### src/common/dcache_cfg.svh
`ifndef DCACHE_CFG_SVH
`define DCACHE_CFG_SVH

// main array geometry
`define DCACHE_SETS 8
`define DCACHE_INDEX_BITS 3
`define DCACHE_TAG_BITS 13

// word address and one-word line
`define DCACHE_ADDR_BITS 16
`define DCACHE_WORD_BITS 32

// fully associative victim store
`define DCACHE_VICTIM_ENTRIES 2

`define DCACHE_CNT_BITS 16

`endif

### src/common/dcache_pkg.sv
`include "dcache_cfg.svh"

package dcache_pkg;

    // word address, split as {tag, index}
    typedef logic [`DCACHE_ADDR_BITS-1:0] addr_t;
    typedef logic [`DCACHE_TAG_BITS-1:0] tag_t;
    typedef logic [`DCACHE_INDEX_BITS-1:0] index_t;

    // one line is one word
    typedef logic [`DCACHE_WORD_BITS-1:0] word_t;

    typedef logic [`DCACHE_CNT_BITS-1:0] cnt_t;

    // way of a set, or entry of the victim store
    typedef logic way_t;

    // controller states
    typedef enum logic [2:0] {
        IDLE,
        CHECK,
        SWAP,
        WRITE_BACK,
        MOVE_TO_VICTIM,
        FILL
    } dcache_state_t;

endpackage

### src/common/dcache_ctrl_if.sv
`timescale 1ns/1ps

interface dcache_ctrl_if;
    import dcache_pkg::*;

    // main array status
    logic main_hit;
    way_t hit_way;
    way_t lru_way;
    logic lru_valid;
    logic lru_dirty;
    addr_t evict_addr;
    word_t evict_data;

    // victim store status and returning line
    logic victim_hit;
    logic victim_lru_valid;
    logic victim_lru_dirty;
    word_t victim_data;
    logic victim_dirty;

    // strobes from the controller
    logic ld_lru;
    logic cpu_write_hit;
    logic swap;
    logic insert_victim;
    logic fill;

    modport ctrl (
        input main_hit, lru_valid, victim_hit, victim_lru_valid, victim_lru_dirty,
        output ld_lru, cpu_write_hit, swap, insert_victim, fill
    );

    modport dpath (
        output main_hit, hit_way, lru_way, lru_valid, lru_dirty, evict_addr, evict_data,
        input ld_lru, cpu_write_hit, swap, fill, victim_data, victim_dirty
    );

    modport victim (
        output victim_hit, victim_lru_valid, victim_lru_dirty, victim_data, victim_dirty,
        input swap, insert_victim, lru_valid, lru_dirty, evict_addr, evict_data
    );

endinterface

### src/dcache/dcache_control.sv
`timescale 1ns/1ps

module dcache_control (
    input logic clk,
    input logic rst,
    input logic mem_read,
    input logic mem_write,
    output logic mem_resp,
    output logic pmem_read,
    output logic pmem_write,
    input logic pmem_resp,
    dcache_ctrl_if.ctrl ctrl,
    output dcache_pkg::cnt_t miss_count,
    output dcache_pkg::cnt_t victim_hit_count,
    output dcache_pkg::cnt_t writeback_count
);
    import dcache_pkg::*;

    dcache_state_t state;
    dcache_state_t next_state;

    logic miss_start;
    logic wb_done;

    // state register
    always_ff @(posedge clk)
    begin
        if (rst)
            state <= IDLE;
        else
            state <= next_state;
    end

    // first cycle of a full miss, and a write-back accepted by memory
    assign miss_start = (state == CHECK) && !ctrl.main_hit && !ctrl.victim_hit;
    assign wb_done = (state == WRITE_BACK) && pmem_resp;

    always_ff @(posedge clk)
    begin
        if (rst)
        begin
            miss_count <= '0;
            victim_hit_count <= '0;
            writeback_count <= '0;
        end
        else
        begin
            if (miss_start)
                miss_count <= miss_count + 1'b1;
            if (state == SWAP)
                victim_hit_count <= victim_hit_count + 1'b1;
            if (wb_done)
                writeback_count <= writeback_count + 1'b1;
        end
    end

    // next state
    always_comb
    begin
        next_state = state;
        unique case (state)
            IDLE:
            begin
                if (mem_read || mem_write)
                    next_state = CHECK;
            end
            CHECK:
            begin
                if (ctrl.main_hit)
                    next_state = IDLE;
                else if (ctrl.victim_hit)
                    next_state = SWAP;
                else if (!ctrl.lru_valid)
                    next_state = FILL;
                else if (ctrl.victim_lru_valid && ctrl.victim_lru_dirty)
                    next_state = WRITE_BACK;
                else
                    next_state = MOVE_TO_VICTIM;
            end
            SWAP:
                next_state = CHECK;
            WRITE_BACK:
            begin
                if (pmem_resp)
                    next_state = MOVE_TO_VICTIM;
            end
            MOVE_TO_VICTIM:
                next_state = FILL;
            FILL:
            begin
                if (pmem_resp)
                    next_state = CHECK;
            end
            default:
                next_state = IDLE;
        endcase
    end

    // outputs
    always_comb
    begin
        set_defaults();
        unique case (state)
            CHECK:
            begin
                mem_resp = ctrl.main_hit;
                ctrl.ld_lru = ctrl.main_hit;
                ctrl.cpu_write_hit = ctrl.main_hit && mem_write;
            end
            SWAP:
                ctrl.swap = 1'b1;
            WRITE_BACK:
                pmem_write = 1'b1;
            MOVE_TO_VICTIM:
                ctrl.insert_victim = 1'b1;
            FILL:
            begin
                pmem_read = 1'b1;
                // line is written on the edge that ends the read
                ctrl.fill = pmem_resp;
            end
            default:;
        endcase
    end

    function void set_defaults();
        mem_resp = 1'b0;
        pmem_read = 1'b0;
        pmem_write = 1'b0;
        ctrl.ld_lru = 1'b0;
        ctrl.cpu_write_hit = 1'b0;
        ctrl.swap = 1'b0;
        ctrl.insert_victim = 1'b0;
        ctrl.fill = 1'b0;
    endfunction

endmodule : dcache_control

### src/dcache/dcache_datapath.sv
`timescale 1ns/1ps
`include "dcache_cfg.svh"

module dcache_datapath (
    input logic clk,
    input logic rst,
    input dcache_pkg::addr_t mem_addr,
    input dcache_pkg::word_t mem_wdata,
    output dcache_pkg::word_t mem_rdata,
    input dcache_pkg::word_t pmem_rdata,
    output dcache_pkg::addr_t fill_addr,
    dcache_ctrl_if.dpath dp
);
    import dcache_pkg::*;

    localparam int WAYS = 2;

    tag_t tag_arr [`DCACHE_SETS][WAYS];
    word_t data_arr [`DCACHE_SETS][WAYS];
    logic valid_arr [`DCACHE_SETS][WAYS];
    logic dirty_arr [`DCACHE_SETS][WAYS];
    // per set, the way to replace next
    way_t lru_arr [`DCACHE_SETS];

    index_t idx;
    tag_t tag;

    logic line_ld;
    word_t line_data;
    logic line_dirty;

    assign idx = mem_addr[`DCACHE_INDEX_BITS-1:0];
    assign tag = mem_addr[`DCACHE_ADDR_BITS-1:`DCACHE_INDEX_BITS];

    // tag compare across both ways
    always_comb
    begin
        dp.main_hit = 1'b0;
        dp.hit_way = 1'b0;
        for (int w = 0; w < WAYS; w++)
        begin
            if (valid_arr[idx][w] && (tag_arr[idx][w] == tag))
            begin
                dp.main_hit = 1'b1;
                dp.hit_way = way_t'(w);
            end
        end
    end

    assign mem_rdata = data_arr[idx][dp.hit_way];
    assign fill_addr = {tag, idx};

    // eviction candidate
    assign dp.lru_way = lru_arr[idx];
    assign dp.lru_valid = valid_arr[idx][dp.lru_way];
    assign dp.lru_dirty = dirty_arr[idx][dp.lru_way];
    assign dp.evict_addr = {tag_arr[idx][dp.lru_way], idx};
    assign dp.evict_data = data_arr[idx][dp.lru_way];

    // incoming line comes from memory or from the victim store
    assign line_ld = dp.fill || dp.swap;
    assign line_data = dp.swap ? dp.victim_data : pmem_rdata;
    assign line_dirty = dp.swap && dp.victim_dirty;

    always_ff @(posedge clk)
    begin
        if (rst)
        begin
            for (int s = 0; s < `DCACHE_SETS; s++)
            begin
                lru_arr[s] <= 1'b0;
                for (int w = 0; w < WAYS; w++)
                begin
                    valid_arr[s][w] <= 1'b0;
                    dirty_arr[s][w] <= 1'b0;
                end
            end
        end
        else
        begin
            if (line_ld)
            begin
                valid_arr[idx][dp.lru_way] <= 1'b1;
                dirty_arr[idx][dp.lru_way] <= line_dirty;
                lru_arr[idx] <= ~dp.lru_way;
            end
            else if (dp.cpu_write_hit)
                dirty_arr[idx][dp.hit_way] <= 1'b1;
            if (dp.ld_lru)
                lru_arr[idx] <= ~dp.hit_way;
        end
    end

    always_ff @(posedge clk)
    begin
        if (line_ld)
        begin
            tag_arr[idx][dp.lru_way] <= tag;
            data_arr[idx][dp.lru_way] <= line_data;
        end
        else if (dp.cpu_write_hit)
            data_arr[idx][dp.hit_way] <= mem_wdata;
    end

endmodule : dcache_datapath

### src/dcache/victim_cache.sv
`timescale 1ns/1ps
`include "dcache_cfg.svh"

module victim_cache (
    input logic clk,
    input logic rst,
    input dcache_pkg::addr_t mem_addr,
    output dcache_pkg::addr_t wb_addr,
    output dcache_pkg::word_t wb_data,
    dcache_ctrl_if.victim vc
);
    import dcache_pkg::*;

    addr_t v_addr [`DCACHE_VICTIM_ENTRIES];
    word_t v_data [`DCACHE_VICTIM_ENTRIES];
    logic v_valid [`DCACHE_VICTIM_ENTRIES];
    logic v_dirty [`DCACHE_VICTIM_ENTRIES];
    way_t v_lru;

    way_t hit_entry;
    way_t wr_entry;

    // full address compare
    always_comb
    begin
        vc.victim_hit = 1'b0;
        hit_entry = 1'b0;
        for (int e = 0; e < `DCACHE_VICTIM_ENTRIES; e++)
        begin
            if (v_valid[e] && (v_addr[e] == mem_addr))
            begin
                vc.victim_hit = 1'b1;
                hit_entry = way_t'(e);
            end
        end
    end

    assign vc.victim_data = v_data[hit_entry];
    assign vc.victim_dirty = v_dirty[hit_entry];

    // lru entry is the next one to leave
    assign vc.victim_lru_valid = v_valid[v_lru];
    assign vc.victim_lru_dirty = v_dirty[v_lru];
    assign wb_addr = v_addr[v_lru];
    assign wb_data = v_data[v_lru];

    assign wr_entry = vc.swap ? hit_entry : v_lru;

    always_ff @(posedge clk)
    begin
        if (rst)
        begin
            v_lru <= 1'b0;
            for (int e = 0; e < `DCACHE_VICTIM_ENTRIES; e++)
            begin
                v_valid[e] <= 1'b0;
                v_dirty[e] <= 1'b0;
            end
        end
        else if (vc.swap || vc.insert_victim)
        begin
            v_valid[wr_entry] <= vc.lru_valid;
            v_dirty[wr_entry] <= vc.lru_dirty;
            v_lru <= ~wr_entry;
        end
    end

    always_ff @(posedge clk)
    begin
        if (vc.swap || vc.insert_victim)
        begin
            v_addr[wr_entry] <= vc.evict_addr;
            v_data[wr_entry] <= vc.evict_data;
        end
    end

endmodule : victim_cache

### src/logic/dcache_top.sv
`timescale 1ns/1ps

module dcache_top (
    input logic clk,
    input logic rst,
    input logic mem_read,
    input logic mem_write,
    input dcache_pkg::addr_t mem_addr,
    input dcache_pkg::word_t mem_wdata,
    output dcache_pkg::word_t mem_rdata,
    output logic mem_resp,
    output logic pmem_read,
    output logic pmem_write,
    output dcache_pkg::addr_t pmem_addr,
    output dcache_pkg::word_t pmem_wdata,
    input dcache_pkg::word_t pmem_rdata,
    input logic pmem_resp,
    output dcache_pkg::cnt_t miss_count,
    output dcache_pkg::cnt_t victim_hit_count,
    output dcache_pkg::cnt_t writeback_count
);
    import dcache_pkg::*;

    addr_t fill_addr;
    addr_t wb_addr;

    dcache_ctrl_if ctrl_bus ();

    dcache_control control (
        .clk(clk),
        .rst(rst),
        .mem_read(mem_read),
        .mem_write(mem_write),
        .mem_resp(mem_resp),
        .pmem_read(pmem_read),
        .pmem_write(pmem_write),
        .pmem_resp(pmem_resp),
        .ctrl(ctrl_bus.ctrl),
        .miss_count(miss_count),
        .victim_hit_count(victim_hit_count),
        .writeback_count(writeback_count)
    );

    dcache_datapath datapath (
        .clk(clk),
        .rst(rst),
        .mem_addr(mem_addr),
        .mem_wdata(mem_wdata),
        .mem_rdata(mem_rdata),
        .pmem_rdata(pmem_rdata),
        .fill_addr(fill_addr),
        .dp(ctrl_bus.dpath)
    );

    victim_cache victim (
        .clk(clk),
        .rst(rst),
        .mem_addr(mem_addr),
        .wb_addr(wb_addr),
        .wb_data(pmem_wdata),
        .vc(ctrl_bus.victim)
    );

    // write-backs leave from the victim store, fills use the request address
    assign pmem_addr = pmem_write ? wb_addr : fill_addr;

endmodule : dcache_top

### config.mk
export PLATFORM = sky130hd
export DESIGN_NAME = dcache_top
export DESIGN_NICKNAME = d
export VERILOG_FILES = /design/src/common/dcache_pkg.sv /design/src/common/dcache_ctrl_if.sv /design/src/dcache/dcache_control.sv /design/src/dcache/dcache_datapath.sv /design/src/dcache/victim_cache.sv /design/src/logic/dcache_top.sv
export VERILOG_INCLUDE_DIRS = /design/src /design/src/common
export SDC_FILE = /design/constraint.sdc
export NUM_CORES = 1
export LEC_CHECK = 0
export BUFFER_PORTS_ARGS = -buffer_cell sky130_fd_sc_hd__buf_2
export CORE_MARGIN = 4
export CORE_UTILIZATION = 30
export DETAILED_ROUTE_END_ITERATION = 8
export PLACE_DENSITY = 0.48
export SYNTH_ARGS = -nofsm -noshare
export SYNTH_HDL_FRONTEND = slang
export SYNTH_SLANG_ARGS = --single-unit
### constraint.sdc
create_clock -name clk -period 11 [get_ports clk]
set_clock_uncertainty 0.2 [all_clocks]
set_input_delay 2.2 -clock clk [delete_from_list [all_inputs] [get_ports clk]]
set_output_delay 2.2 -clock clk [all_outputs]
set_load 0.05 [all_outputs]
Yosys cells after proc, flatten, opt, wreduce, memory -nomap -nowiden
Memories as Yosys holds them, arrays and structs flattened. A register that Yosys moved wholly into a read port is not among the register bits.
Index checks and enable logic that the tools add are counted.
{"block": "word_totals", "register_bits": 52, "ram_bits": 860, "in_bits": 85, "out_inout_bits": 131, "wordCells": 288, "mem_count": 9}
{"memory": "datapath.data_arr", "words": 8, "width": 64, "rd": 1, "rd_clocked_by_memory_dff": 0, "write_ports": 1, "line_no": "dcache_datapath.sv:19", "source": "word_t data_arr [`DCACHE_SETS][WAYS];"}
{"memory": "datapath.tag_arr", "words": 8, "width": 26, "rd": 1, "rd_clocked_by_memory_dff": 0, "write_ports": 1, "line_no": "dcache_datapath.sv:18", "source": "tag_t tag_arr [`DCACHE_SETS][WAYS];"}
{"memory": "victim.v_data", "words": 2, "width": 32, "rd": 2, "rd_clocked_by_memory_dff": 1, "write_ports": 1, "line_no": "victim_cache.sv:15", "source": "word_t v_data [`DCACHE_VICTIM_ENTRIES];"}
{"memory": "victim.v_addr", "words": 2, "width": 16, "rd": 3, "rd_clocked_by_memory_dff": 1, "write_ports": 1, "line_no": "victim_cache.sv:14", "source": "addr_t v_addr [`DCACHE_VICTIM_ENTRIES];"}
{"memory": "datapath.dirty_arr", "words": 8, "width": 2, "rd": 1, "rd_clocked_by_memory_dff": 0, "write_ports": 8, "line_no": "dcache_datapath.sv:21", "source": "logic dirty_arr [`DCACHE_SETS][WAYS];"}
{"memory": "datapath.valid_arr", "words": 8, "width": 2, "rd": 1, "rd_clocked_by_memory_dff": 0, "write_ports": 8, "line_no": "dcache_datapath.sv:20", "source": "logic valid_arr [`DCACHE_SETS][WAYS];"}
{"memory": "+3 memories"}
{"block": "classes", "n_addsub": 3, "n_lt_le_gt_ge": 4, "eq_ne": 12, "n_mux": 159, "n_bitwise": 72, "n_reduce_logical": 24}
{"cell": "$mux 32", "n": 9}
{"cell": "$mux 64", "n": 2}
{"cell": "$mux 1", "n": 120}
{"cell": "$or 1x1->1", "n": 67}
{"cell": "$demux 32 s1", "n": 2}
{"cell": "$mux 13", "n": 4}
{"cell": "$add 16x1->16 const B", "n": 3}
{"cell": "$eq 16x16->1", "n": 2}
{"cell": "$mux 3", "n": 10}
{"cell": "$eq 13x13->1", "n": 2}
{"cell": "$mux 26", "n": 1}
{"cell": "$pmux 3 s6", "n": 1}
{"cell": "$mux 16", "n": 1}
{"cell": "$demux 13 s1", "n": 1}
{"cell": "$logic_and 1x1->1", "n": 12}
{"cell": "$mux 2", "n": 6}
{"cell": "$eq 3x2->1 const B", "n": 2}
{"cell": "$eq 3x3->1 const B", "n": 2}
{"cell": "$ge 2x2->1 const B", "n": 2}
{"cell": "$lt 2x1->1 const B", "n": 2}
{"cell": "$ne 2x2->1 const B", "n": 2}
{"cell": "$not 1->2", "n": 2}
{"cell": "$reduce_or 2->1", "n": 2}
{"cell": "$eq 3x1->1 const B", "n": 1}
{"cell": "other kinds (8)", "n": 16}

Longest topological paths before layout
Gate-level depths: netlist (run 1).
An unclocked memory read counts as a cell.
{"block": "logic_depth", "word_depth": 14, "depth_mapped": 15, "mapped_depth_nobuf": 8}

Hierarchy
From an unflattened synthesis (run 1), not the netlist that was laid out.
{"block": "unflattened", "hier_cells": 2453, "hier_area_um2": 38485.7}
{"mod": "dcache_datapath", "instances": 1, "cells_each": 1872, "area_each_um2": 31049.8, "seq_area_each_um2": 22661.7}
{"mod": "victim_cache", "instances": 1, "cells_each": 268, "area_each_um2": 4700.8, "seq_area_each_um2": 3042.9}
{"mod": "dcache_control", "instances": 1, "cells_each": 295, "area_each_um2": 2486.1, "seq_area_each_um2": 1021.0}
{"mod": "dcache_top", "instances": 1, "cells_each": 18, "area_each_um2": 249.0, "seq_area_each_um2": 0.0}

Least setup slack after synthesis (run 1)
No wires, ideal clock.
{"block": "synth_timing", "path_type": "input to output", "start": "in mem_addr[0]", "end": "out mem_rdata[7]", "arrival_time_ps": 5231, "t_required_ps": 8600, "path_slack_ps": 3369, "path_stages": 12, "path_buffers": 8, "path_cell_list": "buf_6 buf_2 buf_2 buf_4 buf_2 buf_2 clkbuf_1 buf_1 a221oi_1 a31oi_1 a21oi_1 mux2i_1"}
{"block": "synth_via", "elab_chain_len": 8, "word_cells_on_any_way": 10, "cone_classes": "1 x eq/ne; 4 x mux; 1 x bitwise; 1 x reduce/logical; 3 x memory"}
{"element": "from (decl)", "line_no": "dcache_top.sv:8", "source": "input dcache_pkg::addr_t mem_addr,"}
{"element": "$mem_v2 8x26"}
{"element": "$eq 13x13->1", "line_no": "dcache_datapath.sv:42", "source": "if (valid_arr[idx][w] && (tag_arr[idx][w] == tag))"}
{"element": "$logic_and 1x1->1", "line_no": "dcache_datapath.sv:42"}
{"element": "$mux 1", "line_no": "dcache_datapath.sv:42"}
{"element": "$not 1->2 (implied by the code)", "line_no": "dcache_datapath.sv:50", "source": "assign mem_rdata = data_arr[idx][dp.hit_way];"}
{"element": "$mux 32 (implied by the code) * (3 in series)", "line_no": "dcache_datapath.sv:50"}
{"element": "to (decl)", "line_no": "dcache_top.sv:10", "source": "output dcache_pkg::word_t mem_rdata,"}
Mark *: on every way between the ends. The rest lies on a longest branch, timed or not. The select of a mux whose other input is x is not followed.

Worst setup path in the final report (run 1)
{"block": "layout_timing", "start": "in mem_addr[1]", "end": "out mem_resp"}
{"block": "layout_via", "elab_chain_len": 6, "word_cells_on_any_way": 9, "cone_classes": "2 x eq/ne; 3 x mux; 2 x reduce/logical; 2 x memory"}
{"element": "$mem_v2 8x26"}
{"element": "$eq 13x13->1", "line_no": "dcache_datapath.sv:42"}
{"element": "$logic_and 1x1->1", "line_no": "dcache_datapath.sv:42"}
{"element": "$mux 1", "line_no": "dcache_datapath.sv:42"}
{"element": "$mux 1 *", "line_no": "dcache_datapath.sv:42"}
{"element": "$mux 1 *", "line_no": "dcache_control.sv:103", "source": "unique case (state)"}
{"element": "to (decl)", "line_no": "dcache_top.sv:11", "source": "output logic mem_resp,"}
Mark *: on every way between the ends. The rest lies on a longest branch, timed or not.

==> results of run 1 <==
-- flip-flops by register name, indices dropped and copies added (netlist names), named ones only --
register,flops
datapath.lru_arr,8
victim.v_addr,32
victim.v_data,64
datapath.data_arr,512
control.state,3
control.victim_hit_count,16
datapath.tag_arr,208
control.writeback_count,16
datapath.dirty_arr,16
victim.v_lru,1
datapath.valid_arr,16
victim.v_valid,2
control.miss_count,16
victim.v_dirty,2
-- power by group --
part / switching, uW / internal (uW) / leakage (uW) / total (uW)
registers: 28.7 / 3830 / 0.00818 / 3860
logic: 457 / 192 / 0.00515 / 649
clock network: 1400 / 1880 / 0.00157 / 3280
total: 1890 / 5910 / 0.0149 / 7800
-- final cells by class --
class / instances / area share, %
repair buffers: 279 / 3.53
clock inverters: 68 / 1.50
flip-flops and latches: 913 / 59.8
multi-input cells: 1440 / 24.8
inverters: 8 / 0.0727
clock buffers: 111 / 5.69
well taps: 1650 / 4.62
diodes: 4 / 0.0224
-- routing by layer --
metal	part of all wire (%)	GRT usage, %	wire length, um	vias up
met5	0.084	0	102	-
met2	47	28.5	57400	818
li1	-	-	-	10282
met3	7.4	3.78	8990	138
met4	1.6	3.85	1950	18
met1	44	24.3	53000	12248
-- path summary, 6_finish.rpt --
path,start,to,cells after the start
setup / recovery,mem_addr[1],mem_resp,11
hold / removal,control.miss_count[15],control.miss_count[15],2
setup reg to reg,datapath.tag_arr[5][17],datapath.data_arr[2][38],9
hold reg to reg,control.miss_count[15],control.miss_count[15],2
-- layout by cell type, fill, tap and decap left out, drive strengths merged, types with 9 or more instances in the layout --
cell    instances
nor2          235
nor4           14
edfxtp        844
buf           278
inv            12
and2           11
nor3           19
and3           34
a21o            9
o21ai          42
clkbuf        112
a22o           23
bufinv          9
a211oi         13
nand2         145
mux2i         159
nand3          26
xnor2          41
a221o          17
nor2b          23
nand4          19
dfxtp          69
mux4           55
a31oi          35
mux2          139
nand2b         13
clkinv         48
xor2           44
a21oi         103
or3            12
a221oi         48
a22oi          95
-- worst register-to-register path, stage by stage, from the launching register on --
cell and delay, ns:
edfxtp_1 0.38, mux4_2 0.48, mux2i_1 0.33, xnor2_1 0.10
or3_1 0.41, nor4_2 0.40, and4_1 0.84, nand4_4 0.79
a21oi_4 0.75, buf_4 0.55
-- stage by stage --
step	hold WS [ns]	utilization, %	cells	total power (uW)	cell area [sq um]
6_report	0.272	35.4	4473	7800	44700
5_1_grt	0.299	35.4	4469	8060	44700
4_1_cts	0.273	35.4	4469	7890	44700
3_5_place_dp	0.260	32.8	4290	4590	41500
3_3_place_gp	0.246	32.8	4290	4580	41500
2_1_floorplan	0.232	-	2537	4350	38400
-- cells by family after synthesis --
group,Yosys count,synth area share (%)
flip-flops,913,69.6
buffers and inverters,184,2.13
AO/OA/AOI/OAI,420,7.64
adder cells (fa/ha/maj),3,0.0978
multiplexers,353,11.5
XOR/XNOR,85,1.94
AND/OR/NAND/NOR,579,7.08
==> flow_summary.yaml, run 1 <==
logic_synthesis:
  synth.most_common_cell: "edfxtp_1"
  syn_inst: 2537
  synth-edff-count: 844
  ys_seq_elements: 913
  syn_area_sq_um: 38400
  syn_area_per_cell_sq_um: 15.1
  yosysTopAreaCellShare_pct: 66.0
  yosys_warnings: 0
  ys_top_cells_by_area: "edfxtp_1, mux2i_1, mux2_2, dfxtp_1, mux4_2"
  ys_top_cells_by_count: "edfxtp_1, nor2_1, mux2i_1, nand2_1, mux2_2"
  ys_seq_area_share_pct: 69.6
  synth_area_leader_cell: "edfxtp_1"
  synth.distinct_cells: 69
  synthArstFlopShare_pct: 0
  synth_flop_cell: "edfxtp_1"
  syn_nets: 2625
routing:
  drt_pre_antenna_iters: 7
  wl_per_cell_um: 27.2
  drcViolationCount: 0
  drt_iter0_drc: 2104
  antenna_left: 0
  routed_wl_mm: 121
  via_per_inst: 5.25
  vias: 23504
critical_path:
  path_class: "in2out"
  reg2reg_slack_ns: 5.35
  path_buf_inv: 4
  cp_top_family: "buffers and inverters"
  start_kind: "input port"
  slowest_delay_ns: 0.65
  critPathMaxFanout: 50
  crit_arrival_ns: 6.47
  slowest_stage: "nor3_1"
  required_ns: 8.60
  cp_cell_sequence: "buf_6 -> buf_4 -> mux4_2 -> mux2i_1 -> xor2_1 -> nand2_1 -> or4b_4 -> nor3_1 -> o21ai_1 -> inv_1 -> buf_2"
  endpoint_kind: "output port"
layout:
  seq_area_sq_um: 26700
  drive_gt1_share_pct: 24.5
  multiInputGateArea_sq_um: 11100
  nFillCells: 11998
  nNetsFinal: 2825
  area_delta_synth_final_pct: 16.5
outcome:
  status: "completed"
sta:
  tns_ns: 0
  rsz0062_at_grt: "false"
  fmax_ghz: 0.113
  setup_viol: 0
  drv_slew: 0
  slew_headroom_pct: 14.5
  final.min_clock_period_ns: 8.87
  hold_viol: 0
  fin_crit_sh_pct: 80.7
  fin_ws_ns: 2.13
  worst_slew_pin_slew_ns: 1.28
cts:
  hold_buffers: 0
  post-cts-setup-buffers: 0
  ctsHtreeMaxLevel: 3
  cts_root_buffer: "clkbuf_16"
  cts_made_buffers: 95
  cts_buffer_depth: 3
  cts_resized: 0
  insertion_delay_ns: 0.67
  clk_pin_slew_ns: 0.06
  cts_sinks: 913
  cts_tree: "done"
grt:
  grt_max_degree: 82
  track_usage_pct: 17.6
  grt_pass1_vias: 23532
  grt_pass1_wl_mm: 172
  overflow: 0
  antenna_found_initial: 15
floorplan:
  row_count: 130
  die_w_um: 366
  dieHeight_um: 366
  io_pins: 216
  core_sq_um: 126000
  dieArea_sq_um: 134000
  start_util_pct: 30.4
pwr:
  leakage_uw: 0.0149
  powerDensity_nw_per_um2: 174
  ir_worst_vdd_mv: 0.0943
min_path:
  hold_class: "reg2reg"
placement:
  preCtsSetupSlack_ns: 2.10
  hpwl_mm: 73.3
  place.port_buffers: 215
  gp_congestion: 0.766
flow_run:
  cap_viol_max_count: 0
Note: power is estimated with default switching activity, not from simulation.
==> inputs of run 2 (changes only) <==
--- a/config.mk
+++ b/config.mk
@@ -10,7 +10,7 @@
 export CORE_MARGIN = 4
 export CORE_UTILIZATION = 30
 export DETAILED_ROUTE_END_ITERATION = 8
-export PLACE_DENSITY = 0.48
+export PLACE_DENSITY = 0.5
 export SYNTH_ARGS = -nofsm -noshare
 export SYNTH_HDL_FRONTEND = slang
 export SYNTH_SLANG_ARGS = --single-unit
==> constraint.sdc (replaced) <==
create_clock -name clk -period 7.2 [get_ports clk]
set_clock_uncertainty 0.2 [all_clocks]
set_input_delay 1.44 -clock clk [delete_from_list [all_inputs] [get_ports clk]]
set_output_delay 1.44 -clock clk [all_outputs]
set_load 0.05 [all_outputs]
==> run 2 against run 1 <==
Non-clock buffer count is 30 higher. Critical path type unchanged. Wire length is 0.53% lower. Largest cell class unchanged. Global-route usage hardly changed. Total power is 52% higher. First-iteration DRC count is 9.4% higher. Combinational power is 60% higher. Critical path depth is 1 lower. Sequential power is 53% higher. Critical endpoint unchanged.
==> flow_summary.yaml, run 2 (synthesis gave the netlist of run 1 again) <==
critical_path:
  endpoint_kind: "output port"
  slowest_delay_ns: 0.81
  crit_cells: 10
  path_buf_inv: 4
  critPathMaxFanout: 53
  cp_top_family: "compound AO/OA/AOI/OAI gates"
  slowest_stage: "o21ai_1"
  crit_arrival_ns: 5.12
  cp_cell_sequence: "buf_6 -> buf_4 -> mux2_2 -> a221o_1 -> a221o_1 -> nand4_2 -> nor3_2 -> o21ai_1 -> inv_1 -> buf_12"
  required_ns: 5.56
  start_kind: "input port"
  path_class: "in2out"
  reg2reg_depth: 10
  crit_top_cell: "a221o_1"
floorplan:
  dieArea_sq_um: 134000
  start_util_pct: 30.4
  io_pins: 216
  dieHeight_um: 366
  die_w_um: 366
  core_sq_um: 126000
  row_count: 130
layout:
  final_cell_area_sq_um: 45200
  seq_area_sq_um: 26700
  multiInputGateArea_sq_um: 11100
  layout_commonest_cell: "edfxtp_1"
  area_delta_synth_final_pct: 17.8
  stdcell_count: 4495
  largest_reg_flops: 512
  top_regs: "datapath.data_arr (512), datapath.tag_arr (208), victim.v_data (64)"
  largest_register: "datapath.data_arr"
  nFillCells: 11953
  nNetsFinal: 2853
  drive_gt1_share_pct: 24.6
  final_cell_mix: "edfxtp_1, nor2_1, buf_2"
placement:
  place_inst: 4320
  placed_cell_area_sq_um: 42100
  place.port_buffers: 215
  hpwl_mm: 75.6
  gp_congestion: 0.782
  preCtsSetupSlack_ns: 0.273
cts:
  cts_tree: "done"
  clk_pin_slew_ns: 0.06
  insertion_delay_ns: 0.66
  cts_sinks: 913
  ctsHtreeMaxLevel: 3
  cts_buffer_depth: 3
  cts_root_buffer: "clkbuf_16"
  cts_made_buffers: 93
  post-cts-setup-buffers: 0
routing:
  drcViolationCount: 0
  via_per_inst: 5.26
  wl_per_cell_um: 26.9
  vias: 23626
  antenna_left: 0
  routed_wl_mm: 121
  drt_iter0_drc: 2301
  drt_pre_antenna_iters: 7
sta:
  setup_viol: 0
  fin_ws_ns: 0.443
  tns_ns: 0
  drv_slew: 0
  fmax_ghz: 0.148
  worst_slew_pin_slew_ns: 1.09
  final.min_clock_period_ns: 6.76
  hold_viol: 0
  fin_crit_sh_pct: 93.8
  slew_headroom_pct: 27.4
  rsz0062_at_grt: "false"
grt:
  grt_max_degree: 71
  grt_pass1_vias: 24028
  overflow: 0
  antenna_found_initial: 15
  grt_pass1_wl_mm: 173
  track_usage_pct: 17.5
pwr:
  finalPower_uw: 11800
  leakage_uw: 0.0151
  powerDensity_nw_per_um2: 262
  ir_worst_vdd_mv: 0.169
outcome:
  status: "completed"
min_path:
  hold_class: "reg2reg"
  whs_path_depth: 2
flow_run:
  cap_viol_max_count: 0
[run 2: cell count changes in the layout (fill, tap and decap cells not counted), sizes merged]
| cell | before | now |
|---|---|---|
| clkinv | 48 | 38 |
| clkinvlp | 7 | 6 |
| bufinv | 9 | 12 |
| inv | 12 | 14 |
| buf | 278 | 308 |
| clkbuf | 112 | 110 |
[run 2: repair_timing]
item / in CTS / in global routing
hold buffers: 0 / 0
resized for setup: 0 / 1
setup endpoints to repair: 0 / 1
[run 2: path summary, 6_finish.rpt]
check / slack [ns] / endpoint / startpoint
min: 0.28 / datapath.valid_arr[2][0] / datapath.valid_arr[2][0]
min reg2reg: 0.28 / datapath.valid_arr[2][0] / datapath.valid_arr[2][0]
max reg2reg: 2.65 / datapath.data_arr[5][57] / datapath.tag_arr[0][16]
max: 0.44 / mem_resp / mem_addr[1]
[run 2: area by class of cell]
class	count	area share, %
Tap cell	1650	4.56
Clock buffer	109	5.32
Clock inverter	62	1.52
Sequential cell	913	59.1
Multi-Input combinational cell	1440	24.5
Timing Repair Buffer	309	4.92
Inverter	8	0.0719
Antenna cell	4	0.0221
[run 2: layer usage]
layer	global-route usage, %	vias up	wire [um]
li1	-	10318	-
met1	23.8	12203	51700
met2	28.1	919	56200
met3	3.81	172	9190
met4	5.48	14	3610
met5	0	-	96
[run 2: where the power goes]
part	leakage [uW]	total (uW)	internal, uW	switching, uW
registers	0.00818	5900	5860	43.0
clock network	0.00150	4910	2840	2070
logic	0.00543	1040	331	706
total	0.0151	11800	9030	2820
[run 2: worst min-delay path, cell delays in order, from the launching register on]
cell,delay [ns]
dfxtp_1,0.33
nor2_1,0.05
nor2_1,0.07
[run 2: per-stage QoR]
step	utilization, %	hold slack, ns
after floorplan	-	0.232
after global placement	33.3	0.246
after detailed placement	33.3	0.264
after CTS	35.8	0.274
after global routing	35.8	0.296
final	35.8	0.275
